### src/riscv_pkg.sv
// ==============================
// shared widths, opcodes and stage types for the three-stage RV32 core
// imported by every core module
// ==============================
`default_nettype none

package riscv_pkg;

    // data path and register index widths
    localparam int xlen       = 32;
    localparam int reg_addr_w = 5;

    // ADDI x0,x0,0 used as the fetch bubble
    localparam logic [31:0] nop_inst = 32'h0000_0013;

    // major opcodes kept by this core
    localparam logic [6:0] op_op     = 7'b0110011;
    localparam logic [6:0] op_imm    = 7'b0010011;
    localparam logic [6:0] op_branch = 7'b1100011;
    localparam logic [6:0] op_jal    = 7'b1101111;

    // pipeline hold level, driven by ctrl
    typedef enum logic [1:0] {
        hold_none = 2'd0,
        // pc frozen, bubble into decode
        hold_pc   = 2'd1,
        // pc and if/id frozen, bubble into execute
        hold_id   = 2'd2
    } hold_e;

    // instruction formats
    typedef struct packed {
        logic [6:0]            funct7;
        logic [reg_addr_w-1:0] rs2;
        logic [reg_addr_w-1:0] rs1;
        logic [2:0]            funct3;
        logic [reg_addr_w-1:0] rd;
        logic [6:0]            opcode;
    } r_t;

    typedef struct packed {
        logic [11:0]           imm12;
        logic [reg_addr_w-1:0] rs1;
        logic [2:0]            funct3;
        logic [reg_addr_w-1:0] rd;
        logic [6:0]            opcode;
    } i_t;

    typedef struct packed {
        logic                  imm12;
        logic [5:0]            imm10_5;
        logic [reg_addr_w-1:0] rs2;
        logic [reg_addr_w-1:0] rs1;
        logic [2:0]            funct3;
        logic [3:0]            imm4_1;
        logic                  imm11;
        logic [6:0]            opcode;
    } b_t;

    typedef struct packed {
        logic                  imm20;
        logic [9:0]            imm10_1;
        logic                  imm11;
        logic [7:0]            imm19_12;
        logic [reg_addr_w-1:0] rd;
        logic [6:0]            opcode;
    } j_t;

    // one word, four readings; decode picks by opcode
    typedef union packed {
        r_t r;
        i_t i;
        b_t b;
        j_t j;
    } inst_u;

    typedef enum logic [2:0] {
        alu_add = 3'd0,
        alu_sub = 3'd1,
        alu_xor = 3'd2,
        alu_mul = 3'd3,
        alu_beq = 3'd4,
        alu_bne = 3'd5,
        alu_jal = 3'd6
    } alu_op_e;

    // fetch to decode
    typedef struct packed {
        logic [31:0]     inst;
        logic [xlen-1:0] pc;
    } if_id_t;

    // decode to execute, valid low means bubble
    typedef struct packed {
        logic                  valid;
        alu_op_e               alu_op;
        logic [reg_addr_w-1:0] rd;
        logic                  we;
        logic [xlen-1:0]       op_a;
        logic [xlen-1:0]       op_b;
        logic [xlen-1:0]       rs2_val;
        logic [xlen-1:0]       pc;
        logic [xlen-1:0]       imm;
    } id_ex_t;

endpackage

`default_nettype wire

### src/ctrl.sv
// ==============================
// pipeline control, turns jump and stall requests into one hold level
// ==============================
`default_nettype none

module ctrl (
    // from execute
    input  logic                       jump_flag_i,
    input  logic [riscv_pkg::xlen-1:0] jump_addr_i,
    input  logic                       hold_flag_ex_i,
    // instruction memory wait
    input  logic                       hold_flag_mems_i,
    output riscv_pkg::hold_e           hold_flag_o,
    // to fetch and decode
    output logic                       jump_flag_o,
    output logic [riscv_pkg::xlen-1:0] jump_addr_o
);

    import riscv_pkg::*;

    // jump request and target go straight through
    assign jump_flag_o = jump_flag_i;
    assign jump_addr_o = jump_addr_i;

    always_comb begin
        // jump or multiply stall freezes up to decode
        if (jump_flag_i || hold_flag_ex_i) begin
            hold_flag_o = hold_id;
        end else if (hold_flag_mems_i) begin
            // fetch only, older work keeps moving
            hold_flag_o = hold_pc;
        end else begin
            hold_flag_o = hold_none;
        end
    end

endmodule

`default_nettype wire

### src/fetch.sv
// ==============================
// program counter and the fetch/decode stage register
// pc drives the instruction memory address directly
// ==============================
`default_nettype none

module fetch (
    input  logic                       clk,
    input  logic                       rst_n_i,
    input  riscv_pkg::hold_e           hold_i,
    input  logic                       jump_flag_i,
    input  logic [riscv_pkg::xlen-1:0] jump_addr_i,
    input  logic [31:0]                inst_i,
    output logic [riscv_pkg::xlen-1:0] inst_addr_o,
    output riscv_pkg::if_id_t          if_id_o
);

    import riscv_pkg::*;

    logic [xlen-1:0] pc_q;
    if_id_t          if_id_q;

    assign inst_addr_o = pc_q;
    assign if_id_o     = if_id_q;

    // pc: redirect beats every hold
    always_ff @(posedge clk or negedge rst_n_i) begin
        if (!rst_n_i) begin
            pc_q <= '0;
        end else if (jump_flag_i) begin
            pc_q <= jump_addr_i;
        end else if (hold_i == hold_none) begin
            pc_q <= pc_q + 32'd4;
        end
    end

    // if/id register
    always_ff @(posedge clk or negedge rst_n_i) begin
        if (!rst_n_i) begin
            if_id_q.inst <= nop_inst;
            if_id_q.pc   <= '0;
        end else if (jump_flag_i) begin
            // squash the word fetched down the wrong path
            if_id_q.inst <= nop_inst;
            if_id_q.pc   <= '0;
        end else if (hold_i == hold_id) begin
            // keep the word for decode to retry
            if_id_q <= if_id_q;
        end else if (hold_i == hold_pc) begin
            // memory not ready, nothing valid to pass on
            if_id_q.inst <= nop_inst;
            if_id_q.pc   <= '0;
        end else begin
            if_id_q.inst <= inst_i;
            if_id_q.pc   <= pc_q;
        end
    end

endmodule

`default_nettype wire

### src/regs.sv
// ==============================
// 32 x 32 register file, x0 fixed at zero
// read ports see a same-cycle write
// ==============================
`default_nettype none

module regs (
    input  logic                             clk,
    input  logic                             rst_n_i,
    input  logic                             we_i,
    input  logic [riscv_pkg::reg_addr_w-1:0] waddr_i,
    input  logic [riscv_pkg::xlen-1:0]       wdata_i,
    input  logic [riscv_pkg::reg_addr_w-1:0] raddr1_i,
    input  logic [riscv_pkg::reg_addr_w-1:0] raddr2_i,
    output logic [riscv_pkg::xlen-1:0]       rdata1_o,
    output logic [riscv_pkg::xlen-1:0]       rdata2_o
);

    import riscv_pkg::*;

    logic [xlen-1:0] rf_q [32];

    always_ff @(posedge clk or negedge rst_n_i) begin
        if (!rst_n_i) begin
            for (int i = 0; i < 32; i++) begin
                rf_q[i] <= '0;
            end
        end else if (we_i && (waddr_i != '0)) begin
            rf_q[waddr_i] <= wdata_i;
        end
    end

    // write-through, so execute results reach decode without forwarding
    always_comb begin
        if (raddr1_i == '0) begin
            rdata1_o = '0;
        end else if (we_i && (waddr_i == raddr1_i)) begin
            rdata1_o = wdata_i;
        end else begin
            rdata1_o = rf_q[raddr1_i];
        end
    end

    always_comb begin
        if (raddr2_i == '0) begin
            rdata2_o = '0;
        end else if (we_i && (waddr_i == raddr2_i)) begin
            rdata2_o = wdata_i;
        end else begin
            rdata2_o = rf_q[raddr2_i];
        end
    end

endmodule

`default_nettype wire

### src/decode.sv
// ==============================
// instruction decode and operand read
// feeds the decode/execute stage register
// ==============================
`default_nettype none

module decode (
    input  logic                             clk,
    input  logic                             rst_n_i,
    input  riscv_pkg::if_id_t                if_id_i,
    input  riscv_pkg::hold_e                 hold_i,
    input  logic                             jump_flag_i,
    input  logic [riscv_pkg::xlen-1:0]       rdata1_i,
    input  logic [riscv_pkg::xlen-1:0]       rdata2_i,
    output logic [riscv_pkg::reg_addr_w-1:0] raddr1_o,
    output logic [riscv_pkg::reg_addr_w-1:0] raddr2_o,
    output riscv_pkg::id_ex_t                id_ex_o
);

    import riscv_pkg::*;

    inst_u           inst;
    logic [xlen-1:0] imm_i;
    logic [xlen-1:0] imm_b;
    logic [xlen-1:0] imm_j;
    id_ex_t          id_ex_d;
    id_ex_t          id_ex_q;

    assign inst = if_id_i.inst;

    // rs1 and rs2 sit in the same bits for every format used here
    assign raddr1_o = inst.r.rs1;
    assign raddr2_o = inst.r.rs2;

    // sign-extended immediates
    assign imm_i = {{20{inst.i.imm12[11]}}, inst.i.imm12};
    assign imm_b = {{19{inst.b.imm12}}, inst.b.imm12, inst.b.imm11,
                    inst.b.imm10_5, inst.b.imm4_1, 1'b0};
    assign imm_j = {{11{inst.j.imm20}}, inst.j.imm20, inst.j.imm19_12,
                    inst.j.imm11, inst.j.imm10_1, 1'b0};

    always_comb begin
        id_ex_d         = '0;
        id_ex_d.valid   = 1'b1;
        id_ex_d.op_a    = rdata1_i;
        id_ex_d.op_b    = rdata2_i;
        id_ex_d.rs2_val = rdata2_i;
        id_ex_d.pc      = if_id_i.pc;
        id_ex_d.rd      = inst.r.rd;
        case (inst.r.opcode)
            op_op: begin
                // funct7 picks between the R-type ops
                if (inst.r.funct3 == 3'd0 && inst.r.funct7 == 7'h00) begin
                    id_ex_d.alu_op = alu_add;
                end else if (inst.r.funct3 == 3'd0 && inst.r.funct7 == 7'h20) begin
                    id_ex_d.alu_op = alu_sub;
                end else if (inst.r.funct3 == 3'd0 && inst.r.funct7 == 7'h01) begin
                    id_ex_d.alu_op = alu_mul;
                end else if (inst.r.funct3 == 3'd4 && inst.r.funct7 == 7'h00) begin
                    id_ex_d.alu_op = alu_xor;
                end else begin
                    id_ex_d.valid = 1'b0;
                end
            end
            op_imm: begin
                // only ADDI kept
                id_ex_d.alu_op = alu_add;
                id_ex_d.op_b   = imm_i;
                id_ex_d.valid  = (inst.i.funct3 == 3'd0);
            end
            op_branch: begin
                id_ex_d.imm = imm_b;
                id_ex_d.rd  = '0;
                if (inst.b.funct3 == 3'd0) begin
                    id_ex_d.alu_op = alu_beq;
                end else if (inst.b.funct3 == 3'd1) begin
                    id_ex_d.alu_op = alu_bne;
                end else begin
                    id_ex_d.valid = 1'b0;
                end
            end
            op_jal: begin
                id_ex_d.alu_op = alu_jal;
                id_ex_d.imm    = imm_j;
            end
            default: begin
                id_ex_d.valid = 1'b0;
            end
        endcase
        // no write to x0 and unknown words become bubbles
        id_ex_d.we = id_ex_d.valid && (id_ex_d.rd != '0);
        if (!id_ex_d.valid) begin
            id_ex_d = '0;
        end
    end

    // id/ex register
    always_ff @(posedge clk or negedge rst_n_i) begin
        if (!rst_n_i) begin
            id_ex_q <= '0;
        end else if (jump_flag_i || (hold_i == hold_id)) begin
            id_ex_q <= '0;
        end else begin
            id_ex_q <= id_ex_d;
        end
    end

    assign id_ex_o = id_ex_q;

endmodule

`default_nettype wire

### src/mul_unit.sv
// ==============================
// iterative shift-add multiplier, low 32 bits of the product
// one step per cycle, done pulses when the result is ready
// ==============================
`default_nettype none

module mul_unit (
    input  logic                       clk,
    input  logic                       rst_n_i,
    input  logic                       start_i,
    input  logic [riscv_pkg::xlen-1:0] a_i,
    input  logic [riscv_pkg::xlen-1:0] b_i,
    output logic                       busy_o,
    output logic                       done_o,
    output logic [riscv_pkg::xlen-1:0] product_o
);

    import riscv_pkg::*;

    logic            busy_q;
    logic            done_q;
    logic [4:0]      cnt_q;
    logic [xlen-1:0] acc_q;
    logic [xlen-1:0] mcand_q;
    logic [xlen-1:0] mplier_q;

    // step counter, 32 steps after start
    always_ff @(posedge clk or negedge rst_n_i) begin
        if (!rst_n_i) begin
            busy_q <= 1'b0;
            done_q <= 1'b0;
            cnt_q  <= '0;
        end else begin
            done_q <= 1'b0;
            if (start_i) begin
                busy_q <= 1'b1;
                cnt_q  <= '0;
            end else if (busy_q) begin
                cnt_q <= cnt_q + 5'd1;
                if (cnt_q == 5'd31) begin
                    busy_q <= 1'b0;
                    done_q <= 1'b1;
                end
            end
        end
    end

    // data path
    always_ff @(posedge clk) begin
        if (start_i) begin
            acc_q    <= '0;
            mcand_q  <= a_i;
            mplier_q <= b_i;
        end else if (busy_q) begin
            if (mplier_q[0]) begin
                acc_q <= acc_q + mcand_q;
            end
            // bits shifted past 31 are dropped
            mcand_q  <= mcand_q << 1;
            mplier_q <= mplier_q >> 1;
        end
    end

    assign busy_o    = busy_q;
    assign done_o    = done_q;
    assign product_o = acc_q;

endmodule

`default_nettype wire

### src/ex.sv
// ==============================
// execute stage, ALU, branch resolution and register writeback
// raises a stall while the multiplier runs
// ==============================
`default_nettype none

module ex (
    input  logic                             clk,
    input  logic                             rst_n_i,
    input  riscv_pkg::id_ex_t                id_ex_i,
    output logic                             we_o,
    output logic [riscv_pkg::reg_addr_w-1:0] rd_o,
    output logic [riscv_pkg::xlen-1:0]       wdata_o,
    output logic                             jump_flag_o,
    output logic [riscv_pkg::xlen-1:0]       jump_addr_o,
    output logic                             hold_flag_o
);

    import riscv_pkg::*;

    logic                  is_mul;
    logic                  mul_busy;
    logic                  mul_done;
    logic [xlen-1:0]       mul_product;
    logic [reg_addr_w-1:0] mul_rd_q;

    assign is_mul = id_ex_i.valid && (id_ex_i.alu_op == alu_mul);

    mul_unit u_mul (
        .clk       (clk),
        .rst_n_i   (rst_n_i),
        .start_i   (is_mul),
        .a_i       (id_ex_i.op_a),
        .b_i       (id_ex_i.op_b),
        .busy_o    (mul_busy),
        .done_o    (mul_done),
        .product_o (mul_product)
    );

    // stage register turns into a bubble during the stall, keep rd here
    always_ff @(posedge clk) begin
        if (is_mul) begin
            mul_rd_q <= id_ex_i.rd;
        end
    end

    // stall from the start cycle until done
    assign hold_flag_o = is_mul || mul_busy;

    always_comb begin
        we_o        = 1'b0;
        rd_o        = id_ex_i.rd;
        wdata_o     = '0;
        jump_flag_o = 1'b0;
        // branch and JAL share the target adder
        jump_addr_o = id_ex_i.pc + id_ex_i.imm;
        if (mul_done) begin
            // execute holds a bubble in this cycle
            we_o    = (mul_rd_q != '0);
            rd_o    = mul_rd_q;
            wdata_o = mul_product;
        end else if (id_ex_i.valid) begin
            case (id_ex_i.alu_op)
                alu_add: begin
                    we_o    = id_ex_i.we;
                    wdata_o = id_ex_i.op_a + id_ex_i.op_b;
                end
                alu_sub: begin
                    we_o    = id_ex_i.we;
                    wdata_o = id_ex_i.op_a - id_ex_i.op_b;
                end
                alu_xor: begin
                    we_o    = id_ex_i.we;
                    wdata_o = id_ex_i.op_a ^ id_ex_i.op_b;
                end
                alu_beq: begin
                    jump_flag_o = (id_ex_i.op_a == id_ex_i.rs2_val);
                end
                alu_bne: begin
                    jump_flag_o = (id_ex_i.op_a != id_ex_i.rs2_val);
                end
                alu_jal: begin
                    // link value is the next sequential pc
                    we_o        = id_ex_i.we;
                    wdata_o     = id_ex_i.pc + 32'd4;
                    jump_flag_o = 1'b1;
                end
                default: begin
                    // mul writes back later from the multiplier
                    we_o = 1'b0;
                end
            endcase
        end
    end

endmodule

`default_nettype wire

### src/core_top.sv
// ==============================
// top of the three-stage RV32 core
// instruction memory outside, register writes visible on wb ports
// ==============================
`default_nettype none

module core_top (
    input  logic                             clk,
    input  logic                             rst_n_i,
    input  logic [31:0]                      inst_i,
    input  logic                             inst_wait_i,
    output logic [riscv_pkg::xlen-1:0]       inst_addr_o,
    output logic                             wb_we_o,
    output logic [riscv_pkg::reg_addr_w-1:0] wb_rd_o,
    output logic [riscv_pkg::xlen-1:0]       wb_data_o
);

    import riscv_pkg::*;

    hold_e                 hold;
    logic                  ex_jump_flag;
    logic [xlen-1:0]       ex_jump_addr;
    logic                  ex_hold_flag;
    logic                  jump_flag;
    logic [xlen-1:0]       jump_addr;
    if_id_t                if_id;
    id_ex_t                id_ex;
    logic [reg_addr_w-1:0] raddr1;
    logic [reg_addr_w-1:0] raddr2;
    logic [xlen-1:0]       rdata1;
    logic [xlen-1:0]       rdata2;

    ctrl u_ctrl (
        .jump_flag_i      (ex_jump_flag),
        .jump_addr_i      (ex_jump_addr),
        .hold_flag_ex_i   (ex_hold_flag),
        // memory wait is the only fetch-side stall
        .hold_flag_mems_i (inst_wait_i),
        .hold_flag_o      (hold),
        .jump_flag_o      (jump_flag),
        .jump_addr_o      (jump_addr)
    );

    fetch u_fetch (
        .clk         (clk),
        .rst_n_i     (rst_n_i),
        .hold_i      (hold),
        .jump_flag_i (jump_flag),
        .jump_addr_i (jump_addr),
        .inst_i      (inst_i),
        .inst_addr_o (inst_addr_o),
        .if_id_o     (if_id)
    );

    // write port shared with the writeback outputs
    regs u_regs (
        .clk      (clk),
        .rst_n_i  (rst_n_i),
        .we_i     (wb_we_o),
        .waddr_i  (wb_rd_o),
        .wdata_i  (wb_data_o),
        .raddr1_i (raddr1),
        .raddr2_i (raddr2),
        .rdata1_o (rdata1),
        .rdata2_o (rdata2)
    );

    decode u_decode (
        .clk         (clk),
        .rst_n_i     (rst_n_i),
        .if_id_i     (if_id),
        .hold_i      (hold),
        .jump_flag_i (jump_flag),
        .rdata1_i    (rdata1),
        .rdata2_i    (rdata2),
        .raddr1_o    (raddr1),
        .raddr2_o    (raddr2),
        .id_ex_o     (id_ex)
    );

    ex u_ex (
        .clk         (clk),
        .rst_n_i     (rst_n_i),
        .id_ex_i     (id_ex),
        .we_o        (wb_we_o),
        .rd_o        (wb_rd_o),
        .wdata_o     (wb_data_o),
        .jump_flag_o (ex_jump_flag),
        .jump_addr_o (ex_jump_addr),
        .hold_flag_o (ex_hold_flag)
    );

endmodule

`default_nettype wire

### config.mk
export PLATFORM = sky130hd
export DESIGN_NAME = core_top
export DESIGN_NICKNAME = d
export VERILOG_FILES = /design/src/riscv_pkg.sv /design/src/ctrl.sv /design/src/fetch.sv /design/src/regs.sv /design/src/decode.sv /design/src/mul_unit.sv /design/src/ex.sv /design/src/core_top.sv
export SDC_FILE = /design/constraint.sdc
export NUM_CORES = 2
export LEC_CHECK = 0
export BUFFER_PORTS_ARGS = -buffer_cell sky130_fd_sc_hd__buf_2
export CORE_ASPECT_RATIO = 1.5
export CORE_MARGIN = 4
export CORE_UTILIZATION = 60
export CTS_CLUSTER_SIZE = 25
export DETAILED_ROUTE_END_ITERATION = 8
export PLACE_DENSITY_LB_ADDON = 0.12
export RECOVER_POWER = 25
export SLEW_MARGIN = 20
export SYNTH_ARGS = -nofsm -noshare
export SYNTH_HDL_FRONTEND = slang
export SYNTH_SLANG_ARGS = --single-unit
### constraint.sdc
create_clock -name clk -period 6.3 [get_ports clk]
set_input_delay 0.63 -clock clk [delete_from_list [all_inputs] [get_ports clk]]
set_output_delay 0.63 -clock clk [all_outputs]
set_load 0.03 [all_outputs]
Word-level counts from Yosys, hierarchy flattened
Index checks and enable logic that the tools add are counted.
{ "op_classes": {"n_addsub": 7, "magnitude_cmp": 4, "eq_ne": 22, "muxes": 61, "bitwise_logic": 4, "reduce_logical": 26} }
{ "op_table": {"columns": ["op", "n"], "rows": [
  ["$bwmux W1024", 1],
  ["$mux W32", 18],
  ["$mux W170", 2],
  ["$bmux W32 S5", 2],
  ["$mux W64", 3],
  ["$demux W32 S5", 1],
  ["$pmux W32 S4", 1],
  ["$add A32 B32 Y32", 3],
  ["$add A32 B3 Y32 const B", 2],
  ["$pmux W32 S2", 1],
  ["$eq A32 B32 Y1", 1],
  ["$ne A32 B32 Y1", 1],
  ["$sub A32 B32 Y32", 1],
  ["$xor A32 B32 Y32", 1],
  ["$mux W5", 4],
  ["$ge A6 B6 Y1 const B", 3],
  ["$mux W1", 18],
  ["$not A5 Y6", 3],
  ["$mux W3", 5],
  ["$reduce_bool A5 Y1", 3],
  ["$eq A7 B6 Y1 const B", 2],
  ["$eq A7 B7 Y1 const B", 2],
  ["$eq A3 B3 Y1 const B", 4],
  ["$eq A5 B5 Y1", 2],
  ["other kinds (23)", 40]
]} }
{ "totals": {"regBits": 1398, "out_inout_bits": 70} }

Longest topological paths before layout
{ "logic_depth": {"word_depth": 11, "ltp_mapped": 22, "depth_no_buf": 21} }

Modules after synthesis
A second synthesis with hierarchy kept.
{ "unflattened": {"cells_unflattened": 6124, "hier_area_um2": 77239.1} }
{ "modules_own_cells": {"columns": ["mod", "n_inst", "cells_per_inst", "area_each_um2"], "rows": [
  ["regs", 1, 3866, 55169.2],
  ["mul_unit", 1, 546, 5896.9],
  ["ex", 1, 833, 5895.7],
  ["decode", 1, 479, 5806.8],
  ["fetch", 1, 365, 4209.0],
  ["ctrl", 1, 35, 261.5]
]} }

Least setup slack after synthesis
No wires, ideal clock.
{ "synth_path": {"path_kind": "reg2out", "start": "register u_decode.id_ex_q, in the netlist u_decode.id_ex_o[108]", "end": "output port wb_data_o[31] (netlist bit)", "arrival_ps": 4542, "t_required_ps": 5670, "slack_ps": 1128, "path_stages_with_launch": 20, "path_buffers": 2, "cell_sequence": "dfrtp_1 -> or4_1 -> or2_2 -> nor3_2 -> nand2_1 -> or2_2 -> o41ai_1 -> xor2_1 -> ha_1 -> clkbuf_1 -> nand4_1 -> nor2_1 -> and3_1 -> o2111ai_1 -> and2b_1 -> o311ai_1 -> xnor2_1 -> a21oi_2 -> buf_2 -> inv_1"} }
{ "synth_via": {"elab_chain_len": 4} }
{ "synth_lines": {"columns": ["element", "line_no", "text"], "rows": [
  ["start, declared", "decode.sv:27", "id_ex_t id_ex_q;"],
  ["start signal, assigned", "decode.sv:104", "id_ex_q <= id_ex_d;"],
  ["$sub A32 B32 Y32 or $add A32 B32 Y32 (tied branches)", "ex.sv:70, ex.sv:66", null],
  ["$pmux W32 S4 (*)", "ex.sv:63", "case (id_ex_i.alu_op)"],
  ["$mux W32 (*)", "ex.sv:62", "end else if (id_ex_i.valid) begin"],
  ["$mux W32 (*)", "ex.sv:57", "if (mul_done) begin"],
  ["end, declared", "core_top.sv:15", "output logic [riscv_pkg::xlen-1:0] wb_data_o"]
]} }
Every way passes the cells marked *; elsewhere a longest branch is shown, timed or not.

Worst setup path in the final report
{ "layout_path": {"start": "register u_decode.id_ex_q, in the netlist u_decode.id_ex_o[167]", "end": "output port wb_data_o[11] (netlist bit)"} }
{ "layout_via": {"elab_chain_len": 4} }
{ "layout_lines": {"columns": ["element", "line_no"], "rows": [
  ["$eq A3 B3 Y1 (tied with other cells)", "ex.sv:63"],
  ["$pmux W32 S4 (*)", "ex.sv:63"],
  ["$mux W32 (*)", "ex.sv:62"],
  ["$mux W32 (*)", "ex.sv:57"]
]} }
Marks and branches as above.

==> results.py <==
metrics = {
    "power_and_ir_drop": {
        "total_power_uw": 19300,
        "ir_worst_vdd_v": 0.000280,
        "p_leak_uw": 0.0354,
        "pwr_density_cell_nw_per_um2": 240,
    },
    "place": {
        "dp_cells": 7882,
        "routabilityCongestion": 0.962,
        "placed_area_um2": 75500,
        "place_ws_ps": 407,
        "hpwl_um": 153000,
        "io_buffers": 104,
    },
    "worst_setup_path": {
        "crit_family": "compound AO/OA/AOI/OAI gates",
        "worstPathCellList": "nor2_1 -> and2_1 -> buf_4 -> a21oi_1 -> xnor2_1 -> ha_1 -> a21o_1 -> a31oi_1 -> a21oi_1 -> o21ai_0 -> a21boi_0 -> o41ai_1 -> xnor2_1 -> a21boi_4 -> inv_1 -> buf_2",
        "cp-end-kind": "primary output",
        "crit_arrival_ps": 5490,
        "reg2reg_slack_ps": 920,
        "slowest_stage": "dfrtp_1",
        "cp_num_buf_inv": 3,
        "startpoint_type": "register",
        "crit_required_ps": 5670,
        "max_stage_delay_ps": 520,
        "crit_fanout": 16,
        "crit_type": "reg -> out",
    },
    "floorplan": {
        "die_y_um": 436,
        "initial_core_util_pct": 60.7,
        "ios": 105,
        "std_cell_rows": 156,
        "coreArea_um2": 121000,
        "die-area_um2": 128000,
        "dieWidth_um": 294,
    },
    "drt": {
        "via_per_inst": 6.68,
        "avgRoutedWirePerCell_um": 28.6,
        "ant_nets": 0,
        "wl_um": 233000,
        "vias": 54400,
        "drc": 0,
        "first_pass_iters": 6,
        "drt_iter0_markers": 5489,
    },
    "clock_network": {
        "cts_tree": "done",
        "clkSinkCount": 1386,
        "clockBufferDepth": 3,
        "htree_levels": 4,
        "clkTransAtPathRegs_ps": 60,
        "clock_latency_ps": 800,
        "cts_made_buffers": 136,
        "cts-root-buf": "clkbuf_16",
    },
    "final_layout": {
        "ff_latch_area_um2": 34900,
        "layout_commonest_cell": "dfrtp_1",
        "fillers": 9152,
        "multi_input_area_um2": 36300,
        "fin_nets": 6584,
        "drive_above_1_share_pct": 19.2,
        "stdcell_count": 8140,
        "fin_area_um2": 80400,
        "areaGrowthSynthToFinish_pct": 9.51,
        "mostFrequentLayoutCells": "dfrtp_1 (1,270), nor2_1 (1,168), a21oi_1 (1,141)",
    },
    "logic_synthesis": {
        "synth_cells": 6642,
        "ys_seq_elements": 1386,
        "ys_types": 90,
        "syn_avg_cell_area_um2": 11.1,
        "synthArstFlopShare_pct": 92.7,
        "ys_seq_area_share_pct": 47.5,
        "yosys_most_used_dff": "dfrtp_1",
        "ys_warn_count": 0,
        "syn-cell-area_um2": 73400,
        "synth_fp_nets": 6777,
        "synth_edf_count": 69,
    },
    "sta": {
        "hold_viol": 0,
        "worst_pin_slew_ps": 3830,
        "slew_headroom_pct": -155,
        "clock_skew_ps": 29.0,
        "layout_min_cycle_time_ps": 6120,
        "finalCritPeriodShare_pct": 97.2,
        "setup_violations": 0,
        "fin_ws_ps": 178,
        "drv_slew": 673,
        "max_freq_ghz": 0.163,
    },
    "min_path": {
        "hold_path_class": "in -> reg",
    },
    "flow_run": {
        "cap_violations": 8,
    },
    "run_status": {
        "violations": "capacitance limit, slew limit",
        "outcome": "complete, but fails checks",
    },
    "grt": {
        "grt_pass1_wl_um": 350000,
        "grt_max_degree": 182,
        "grt_pass1_vias": 55200,
        "grt_overflow": 0,
        "antenna_found_initial": 4,
        "grtUsageTotal_pct": 36.8,
    },
}
==> routing by layer <==
layer  routed length [µm]  up-vias  global-route usage [%]
met5                   11        -                       0
met2               113000     2580                    59.5
met3                18900      705                    6.45
met1                81900    27500                    45.7
met4                18800        2                    25.2
li1                     -    23600                       -
==> Yosys cell counts, drive strengths merged (21+ instances only) <==
master | n | area [µm²]
nand2 | 385 | 1450
xor2 | 97 | 850
o21ai | 122 | 611
mux2i | 77 | 771
or3 | 25 | 156
nor2b | 30 | 188
nand3 | 53 | 270
nand4 | 25 | 156
buf | 186 | 878
dfrtp | 1282 | 32100
dfxtp | 32 | 641
mux2 | 21 | 236
a22o | 59 | 517
a21oi | 1146 | 5740
a211oi | 52 | 390
mux4 | 640 | 14400
xnor2 | 132 | 1160
and2 | 58 | 363
inv | 78 | 293
nor3 | 37 | 190
edfxtp | 69 | 2070
a22oi | 22 | 165
ha | 97 | 1210
a21o | 47 | 353
clkbuf | 417 | 1570
and3 | 32 | 200
nor2 | 1205 | 4600
==> through the flow <==
stage / hold WS [ps] / utilization (%) / TNS, ps
CTS: 18.3 / 66.3 / 0
finish: 69.0 / 66.4 / 0
global placement: 377 / 62.3 / 0
floorplan: 334 / - / 0
detailed placement: 384 / 62.4 / 0
global route: 51.4 / 66.4 / -2.57
==> logic make-up after synthesis <==
kind of cell	share of synthesized area, %
buffers and inverters	3.73
DFF	47.5
AOI/OAI and AO/OA	12.4
adders and majority gates	1.74
xor gates and xnor gates	2.73
and+or+nand+nor	10.9
muxes	21.0
==> timing repair <==
action,in CTS,in global routing
hold buffers,1,0
pin swaps,2,2
hold endpoints to repair,117,0
gates resized for setup,9,7
buffers inserted,1,1
gates cloned,0,0
endpoints found under the setup margin,3,4
==> path summary, 6_finish.rpt <==
| kind | from | end | cells after the start |
|---|---|---|---|
| min in group asynchronous | rst_n_i | u_fetch.if_id_o[21] | 2 |
| max in group asynchronous | rst_n_i | u_regs.rf_q[51] | 3 |
| worst min register to register | u_regs.rf_q[1023] | u_regs.rf_q[1023] | 0 |
| worst max-delay path | u_decode.id_ex_o[167] | wb_data_o[11] | 16 |
| worst max register to register | u_decode.id_ex_o[108] | u_decode.id_ex_o[125] | 20 |
| worst min-delay path | inst_i[20] | u_fetch.if_id_o[52] | 2 |
==> layout make-up <==
cell class,count,share of cell area (%)
clock inverters,47,0.777
repair buffers,272,2.76
well taps,1580,2.46
inverters,78,0.366
flip-flops and latches,1386,43.4
clock buffers,198,5.04
diodes,4,0.0125
multi-input cells,4575,45.2
==> power breakdown <==
group | switching [µW] | internal, µW
Combinational | 1000 | 500
Clock | 3690 | 4930
Sequential | 153 | 9040
Total | 4850 | 14500
==> registers in the layout (all words and copies together), names as in the netlist <==
| register | cells |
|---|---|
| u_ex.u_mul.busy_o | 1 |
| u_decode.id_ex_o | 158 |
| u_fetch.if_id_o | 64 |
| u_ex.u_mul.product_o | 32 |
| u_regs.rf_q | 1024 |
| u_ex.u_mul.done_o | 1 |
| u_ex.u_mul.mplier_q | 32 |
| u_ex.u_mul.mcand_q | 32 |
| u_ex.mul_rd_q | 5 |
| u_ex.u_mul.cnt_q | 5 |
| u_fetch.inst_addr_o | 32 |
No activity file was read; power rests on OpenSTA's default activity.
